**config.mk**
```make
export PLATFORM = sky130hd
export DESIGN_NAME = lsu_rd_stage
export DESIGN_NICKNAME = d
export VERILOG_FILES = /design/src/lsu_pkg.sv /design/src/lsu_rd_stage.sv /design/src/lsu_rd_stage_router.sv
export VERILOG_INCLUDE_DIRS = /design/src /design/src/src
export SDC_FILE = /design/constraint.sdc
export NUM_CORES = 1
export LEC_CHECK = 0
export ABC_AREA = 1
export BUFFER_PORTS_ARGS = -buffer_cell sky130_fd_sc_hd__buf_2
export CAP_MARGIN = 20
export CELL_PAD_IN_SITES_DETAIL_PLACEMENT = 0
export CELL_PAD_IN_SITES_GLOBAL_PLACEMENT = 2
export CORE_ASPECT_RATIO = 0.6
export CORE_MARGIN = 5
export CORE_UTILIZATION = 19
export DETAILED_ROUTE_END_ITERATION = 6
export PLACE_DENSITY = 0.8
export RECOVER_POWER = 50
export SLEW_MARGIN = 20
export SYNTH_ARGS = -nofsm -noshare
export SYNTH_HDL_FRONTEND = slang
export SYNTH_SLANG_ARGS = --single-unit
```
**constraint.sdc**
```tcl
create_clock -name clk -period 1.59 [get_ports clk]
set_input_delay 0.318 -clock clk [delete_from_list [all_inputs] [get_ports clk]]
set_output_delay 0.318 -clock clk [all_outputs]
set_load 0.02 [all_outputs]
```
**src/lsu_macros.svh**
```systemverilog
`ifndef LSU_MACROS_SVH
`define LSU_MACROS_SVH

// instruction format codes, opcode[31:24]
`define LSU_SMRD_FORMAT            8'h01
`define LSU_DS_FORMAT              8'h02
`define LSU_MTBUF_FORMAT           8'h04

// SMRD operations, opcode[7:0]
`define LSU_OP_S_BUFFER_LOAD_DWORD   8'h08
`define LSU_OP_S_BUFFER_LOAD_DWORDX2 8'h09
`define LSU_OP_S_LOAD_DWORDX4        8'h02

// DS operations
`define LSU_OP_DS_READ_B32           8'h36
`define LSU_OP_DS_WRITE_B32          8'h0D

// MTBUF operations
`define LSU_OP_TBUFFER_LOAD_X        8'h00
`define LSU_OP_TBUFFER_LOAD_XYZW     8'h03
`define LSU_OP_TBUFFER_STORE_X       8'h04
`define LSU_OP_TBUFFER_STORE_XYZW    8'h07

// datapath sizing
`define LSU_LANES                    4
`define LSU_DWORD_W                  32
`define LSU_BURST_LEN                4

// register bank depths
`define LSU_VGPR_DEPTH               1024
`define LSU_SGPR_DEPTH               512

`endif
```
**src/lsu_pkg.sv**
```systemverilog
package lsu_pkg;

   // vector register operand, 10-bit address
   typedef struct packed {
      logic [1:0] tag;
      logic [9:0] addr;
   } lsu_vgpr_view_t;

   // scalar register operand, 9-bit address
   typedef struct packed {
      logic [2:0] tag;
      logic [8:0] addr;
   } lsu_sgpr_view_t;

   // one operand field, read as vgpr or sgpr depending on format
   typedef union packed {
      lsu_vgpr_view_t vgpr;
      lsu_sgpr_view_t sgpr;
   } lsu_operand_u;

   typedef struct packed {
      logic         select;
      logic [31:0]  opcode;
      lsu_operand_u source_reg1;
      lsu_operand_u source_reg2;
      lsu_operand_u source_reg3;
      lsu_operand_u mem_sgpr;
      logic [11:0]  dest_reg;
   } lsu_instr_t;

   typedef struct packed {
      logic [9:0] vgpr1;
      logic [9:0] vgpr2;
      logic [8:0] sgpr1;
      logic [8:0] sgpr2;
      logic       rd_en;   // shared by all four read ports
   } lsu_rd_addr_t;

   typedef struct packed {
      logic [3:0]  rd_en;
      logic [3:0]  wr_en;
      logic [11:0] lddst_stsrc_addr;
      logic        illegal_op;
   } lsu_mem_ctl_t;

endpackage

```
**src/lsu_rd_stage.sv**
```systemverilog
`timescale 1ns/1ns

module lsu_rd_stage (
   input  logic                  clk,
   input  logic                  rst_n,
   input  lsu_pkg::lsu_instr_t   instr,
   output lsu_pkg::lsu_rd_addr_t rd_addr,
   output lsu_pkg::lsu_mem_ctl_t mem_ctl
);

   import lsu_pkg::*;

   lsu_instr_t instr_flopped;

   // aligns the decoded controls with the registered bank data
   always_ff @(posedge clk)
   begin
      if (!rst_n)
      begin
         instr_flopped <= '0;
      end
      else
      begin
         instr_flopped <= instr;
      end
   end

   lsu_rd_stage_router u_router (
      .instr         (instr),
      .instr_flopped (instr_flopped),
      .rd_addr       (rd_addr),
      .mem_ctl       (mem_ctl)
   );

endmodule

```
**src/lsu_rd_stage_router.sv**
```systemverilog
`timescale 1ns/1ns

`include "lsu_macros.svh"

module lsu_rd_stage_router (
   input  lsu_pkg::lsu_instr_t   instr,
   input  lsu_pkg::lsu_instr_t   instr_flopped,
   output lsu_pkg::lsu_rd_addr_t rd_addr,
   output lsu_pkg::lsu_mem_ctl_t mem_ctl
);

   // register read addresses, from the instruction being issued
   always_comb
   begin
      rd_addr       = '0;
      rd_addr.rd_en = instr.select;
      case (instr.opcode[31:24])
         `LSU_SMRD_FORMAT:
         begin
            rd_addr.sgpr1 = instr.source_reg2.sgpr.addr;   // sbase
            rd_addr.sgpr2 = instr.source_reg1.sgpr.addr;   // offset
         end
         `LSU_DS_FORMAT:
         begin
            rd_addr.vgpr1 = instr.source_reg2.vgpr.addr;   // data0
            rd_addr.vgpr2 = instr.source_reg1.vgpr.addr;   // addr
         end
         `LSU_MTBUF_FORMAT:
         begin
            rd_addr.vgpr1 = instr.source_reg2.vgpr.addr;   // vdata
            rd_addr.vgpr2 = instr.source_reg3.vgpr.addr;   // vaddr
            rd_addr.sgpr1 = instr.mem_sgpr.sgpr.addr;      // srsrc
            rd_addr.sgpr2 = instr.source_reg1.sgpr.addr;   // soffset
         end
         default:
         begin
            rd_addr.vgpr1 = '0;
            rd_addr.vgpr2 = '0;
            rd_addr.sgpr1 = '0;
            rd_addr.sgpr2 = '0;
         end
      endcase
   end

   // dword enables and ld/st register, one cycle behind the read addresses
   always_comb
   begin
      mem_ctl = '0;
      if (instr_flopped.select)
      begin
         case ({instr_flopped.opcode[31:24], instr_flopped.opcode[7:0]})
            {`LSU_SMRD_FORMAT, `LSU_OP_S_BUFFER_LOAD_DWORD}:
            begin
               mem_ctl.rd_en            = 4'b0001;
               mem_ctl.lddst_stsrc_addr = instr_flopped.dest_reg;
            end
            {`LSU_SMRD_FORMAT, `LSU_OP_S_BUFFER_LOAD_DWORDX2}:
            begin
               mem_ctl.rd_en            = 4'b0011;
               mem_ctl.lddst_stsrc_addr = instr_flopped.dest_reg;
            end
            {`LSU_SMRD_FORMAT, `LSU_OP_S_LOAD_DWORDX4}:
            begin
               mem_ctl.rd_en            = 4'b1111;
               mem_ctl.lddst_stsrc_addr = instr_flopped.dest_reg;
            end
            {`LSU_DS_FORMAT, `LSU_OP_DS_READ_B32}:
            begin
               mem_ctl.rd_en            = 4'b0001;
               mem_ctl.lddst_stsrc_addr = instr_flopped.dest_reg;
            end
            {`LSU_DS_FORMAT, `LSU_OP_DS_WRITE_B32}:
            begin
               mem_ctl.wr_en            = 4'b0001;
               mem_ctl.lddst_stsrc_addr = instr_flopped.source_reg2;   // store data reg
            end
            {`LSU_MTBUF_FORMAT, `LSU_OP_TBUFFER_LOAD_X}:
            begin
               mem_ctl.rd_en            = 4'b0001;
               mem_ctl.lddst_stsrc_addr = instr_flopped.dest_reg;
            end
            {`LSU_MTBUF_FORMAT, `LSU_OP_TBUFFER_LOAD_XYZW}:
            begin
               mem_ctl.rd_en            = 4'b1111;
               mem_ctl.lddst_stsrc_addr = instr_flopped.dest_reg;
            end
            {`LSU_MTBUF_FORMAT, `LSU_OP_TBUFFER_STORE_X}:
            begin
               mem_ctl.wr_en            = 4'b0001;
               mem_ctl.lddst_stsrc_addr = instr_flopped.source_reg2;
            end
            {`LSU_MTBUF_FORMAT, `LSU_OP_TBUFFER_STORE_XYZW}:
            begin
               mem_ctl.wr_en            = 4'b1111;
               mem_ctl.lddst_stsrc_addr = instr_flopped.source_reg2;
            end
            default:
            begin
               mem_ctl.illegal_op = 1'b1;   // enables and reg stay zero
            end
         endcase
      end
   end

endmodule

```
# [Word level (Yosys, flattened, before mapping)]
# Cells that the tools add are included.
[word_totals] regBits=57 in_bits=95 output_inout_bits=60 elab_cells=29
[classes] muxes=7 reduce_logical=6 n_eq_ne=12
[op_table] op="16-bit by 11-bit equality test with 1-bit output (second input constant)" count=4
[op_table] op="16-bit by 9-bit equality test with 1-bit output (second input constant)" count=3
[op_table] op="20-bit one-hot mux with 2 select lines" count=1
[op_table] op="18-bit one-hot mux with 2 select lines" count=1
[op_table] op="16-bit by 10-bit equality test with 1-bit output (second input constant)" count=2
[op_table] op="12-bit one-hot mux with 2 select lines" count=1
[op_table] op="21-bit 2-to-1 mux" count=1
[op_table] op="4-bit one-hot mux with 3 select lines" count=1
[op_table] op="9-bit OR reduction" count=1
[op_table] op="8-bit by 1-bit equality test with 1-bit output (second input constant)" count=1
[op_table] op="8-bit by 2-bit equality test with 1-bit output (second input constant)" count=1
[op_table] op="8-bit by 3-bit equality test with 1-bit output (second input constant)" count=1
[op_table] op="4-bit one-hot mux with 2 select lines" count=1
[op_table] op="3-bit OR reduction" count=2
[op_table] op="6-bit OR reduction" count=1
[op_table] op="2-bit OR reduction" count=2
[op_table] op="1-bit 2-to-1 mux" count=1

# [Logic depth before layout (Yosys ltp)]
[depth] depth_word=4 depth_mapped=11

# [Hierarchy]
# Synthesis repeated with hierarchy kept, for this count alone.
[hier_totals] cells_unflattened=503 area_unflattened_um2=3692.3
[modules_own_cells] mod="lsu_rd_stage" seq_area_each_um2=1861.8 area_per_inst_um2=2656.3 cells_each=289 instances=1
[modules_own_cells] mod="lsu_rd_stage_router" seq_area_each_um2=0.0 area_per_inst_um2=1036.0 cells_each=214 instances=1

# [Worst setup path before layout]
# Ideal clock, no wire load.
[synth_timing] path_kind="register to output" start="register instr_flopped[86] (netlist name)" end="output port mem_ctl[15] (netlist bit)" slack_ns=-0.457 n_path_buf=1 arrival_time_ns=1.729 path_stages_with_launch=8 cell_sequence="dfxtp_1 > inv_1 > nor2_1 > nand2_1 > nor2_4 > nand2_1 > nor4_1 > buf_4"
[synth_lines] item="end, declared" line_no="lsu_rd_stage.sv:8" source="output lsu_pkg::lsu_mem_ctl_t mem_ctl"

==> results.tsv <==
metric	value	unit
maxcap violations	0	
top post-synthesis cells by area	dfxtp_1 (37%), nand2_1 (18%), inv_1 (13%)	
all-layer global routing usage	11.99	%
Gate Count Post-Synth	341	
cell at the root of the clock tree	clkbuf_16	
Internal Pwr Total	1.922	mW
number of buffer cells added on primary ports	131	
fraction of the mapped netlist area in adder cells	0	%
Die Footprint	13950	sq um
share of power burned in combinational logic	15.3	%
initial standard-cell utilization of the core	19.48	%
Sink Count	41	
violations in the final reports	setup timing	
post-synthesis sequential area ratio	37.17	%
Simple-Gate Fraction of Synth Area	35.98	%
Hold Fails Final Rpt	0	
netlist area before placement	2208	sq um
number of antenna violations at the first check in global routing	1	
data arrival time of the worst path	1.76	ns
portion of total power attributed to sequential cells	43.6	%
final core utilization	40.14	%
number of buffers between clock root and the deepest sink	2	
Min-Delay Startpoint	instr[47]	
Final Max Slew Viols	0	
final critical-path share of the clock period	130.6	%
count of final setup violators	59	
depth of the CTS H-tree	2	
worst rel slew slack	45.01	%
core footprint	11340	sq um
maximum number of pins on one net before global-route repair	42	
number of fill cells	1207	
Initial DRT Pass Iterations	4	
I/O pin cnt	155	
fin crit period	2.076	ns
f_max	481.6	MHz
number of flip-flops in the largest register	41	
main combinational cell family by area after synthesis	simple AND/OR/NAND/NOR gates	
count of state elements after synthesis	41	
ratio of routed vias to standard cells	3.963	
maximum fanout count along the critical path	6	
transition time of the tightest slew-check pin	0.8249	ns
vias in the first global route	2683	
run status	finished with violations	
leakage power total	2.526	nW
NumNets Final	603	
area growth from synthesis to layout	106.1	%
top register by number of flip-flops	instr_flopped	
TritonCTS clock tree	yes	
critical path startpoint category	flip-flop	
Top Registers	instr_flopped x41	
Max VDD drop	0.3585	mV
Hold Path Stages	3	
residual antenna-violating net count after detailed routing	0	
post-route setup slack	-0.4862	ns
post-synthesis cell type count	24	
number of nets in the synthesized netlist	436	
hold-fix buffer count after cts	0	
DRC violation total after the first TritonRoute iteration	105	
proportion of layout cells with a drive suffix above 1	61.69	%
hold path endpoint	instr_flopped[47]	
post-detailed-route DRC marker count	0	
GRT overflow	0	
total via count in the routed design	2655	
Compound-Gate Fraction of Synth Area	8.272	%
mux cell area share after synthesis	0	%
kind of capture point of the worst setup path	output pin	
Psw	0.6353	mW
Clk pwr share	41.1	%
count of warnings emitted by yosys	0	
area share of the largest cell type after synthesis	37.17	%
power per cell area	562.1	nW/um^2
wire length of the first global-routing pass	13210	um
Total Routed Length	8874	um
DP HPWL	5766	um
mean post-synth cell area	6.476	sq um
standard-cell rows	30	
Min-Delay Path Class	input pin to flip-flop	
die boundary height	93.51	um
setup repair after global routing missed its margin	yes	
Die Width	149.2	um
count of placed standard cells including taps	644	
clock input transition at the sequential cells of the worst setup and hold paths	0.06	ns
filler-free cell count of the finished design	670	
Worst Path Class, Setup	flip-flop to output pin	
CTS buffer count	5	
cell accounting for the most synthesized area	dfxtp_1	
detailed-route wire length per cell	13.24	um
gpl congestion	0.7579	
switching part of the total power	24.84	%
required time at the endpoint of the critical path	1.27	ns
XOR/XNOR share of the synthesized area	0	%
## Yosys cell counts (all sizes together)
cell type / count
a21oi: 11
a31oi: 1
buf: 9
clkbuf: 6
dfxtp: 41
inv: 79
nand2: 111
nand3: 18
nand4: 1
nor2: 41
nor3: 2
nor4: 1
o21ai: 19
or2: 1
## worst max path at each step
stage / start / end / slack [ns] / depth (start not counted)
after global placement: instr_flopped[61] / mem_ctl[7] / -0.22 / 11
after floorplan: instr[84] / rd_addr[21] / -0.12 / 4
after detailed placement: instr_flopped[61] / mem_ctl[3] / -0.21 / 11
after CTS: instr_flopped[63] / mem_ctl[6] / -0.45 / 9
after global routing: instr_flopped[86] / mem_ctl[12] / -0.60 / 10
final: instr_flopped[63] / mem_ctl[12] / -0.49 / 9
## final cells by class
type	count	area (sq um)	share of cell area, %
antenna	1	2.502	0.05499
clock buffer	7	152.6	3.354
clock inverter	1	5.005	0.1100
inverter	79	304.0	6.681
multi-input combinational	207	1519	33.38
sequential	41	832.0	18.28
tap	160	200.2	4.399
timing repair buffer	174	1535	33.74
## cells in the final DEF, fill, tap and decap left out
master,n
dfxtp_4,1
a21oi_1,1
nand2_4,21
nor2_2,10
inv_1,72
buf_8,1
clkbuf_16,8
o21ai_4,2
nand2_2,27
or2_4,1
a31oi_4,2
nand3_2,10
clkbuf_8,2
nor2_4,13
dfxtp_1,34
nor4_4,1
clkinv_2,1
nor3_4,2
nand2_1,62
dfxtp_2,6
diode_2,1
nand3_1,6
inv_2,5
o21ai_2,16
a21oi_2,5
clkbuf_2,1
a21oi_4,5
buf_2,67
clkinv_4,1
nand2_8,1
buf_12,6
buf_16,4
buf_4,43
buf_6,49
nand4_1,1
nor2_1,18
inv_4,1
nand3_4,2
o21ai_1,1
## power groups by stage
stage	clock (mW)	sequential, mW	combinational [mW]
2_1_floorplan	0	1.13	0.146
3_3_place_gp	0	1.13	0.302
3_5_place_dp	0	1.13	0.305
4_1_cts	1.09	1.11	0.347
5_1_grt	1.14	1.12	0.434
6_report	1.05	1.12	0.391
## cells by family (layout without fill, tap and decap cells)
family | count (synthesis) | after routing
simple gates | 175 | 175
other cells | 0 | 1
buf+inv | 94 | 261
flops | 41 | 41
compound gates | 31 | 32
## repair_timing
item                       in CTS  in global routing
gates resized for setup       130                126
gates cloned                    5                  4
pin swaps                       3                 24
buffers inserted                5                  7
setup endpoints to repair      59                 59
## through the flow
stage	setup slack [ns]	setup TNS (ns)	hold WS [ns]	power (mW)	instance area (sq um)
2_1_floorplan	-0.1208	-3.347	0.4115	1.273	2287
3_3_place_gp	-0.2234	-8.077	0.5084	1.432	3282
3_5_place_dp	-0.2104	-8.841	0.5014	1.435	3282
4_1_cts	-0.4497	-14.77	0.2086	2.552	3968
5_1_grt	-0.5999	-22.40	0.2236	2.695	4551
6_report	-0.4862	-18.00	0.2167	2.558	4551
## layer usage
| layer | GRT usage [%] | up-vias | wire, um |
|---|---|---|---|
| met4 | 2.742 | 0 | 106 |
| met3 | 4.116 | 12 | 537 |
| met1 | 16.16 | 1239 | 4302 |
| met5 | 0 | - | 0 |
| met2 | 18.47 | 66 | 3928 |
| li1 | - | 1338 | - |
## critical path, cell delays in order, from the launching register on
cell and delay, ns:
dfxtp_2 0.33, inv_1 0.08, nand2_2 0.08, nor3_4 0.23, nand3_4 0.11, a21oi_4 0.23
clkbuf_16 0.20, nand2_2 0.05, nand2_2 0.06, buf_6 0.11
Note: power is estimated with default switching activity, not from simulation.
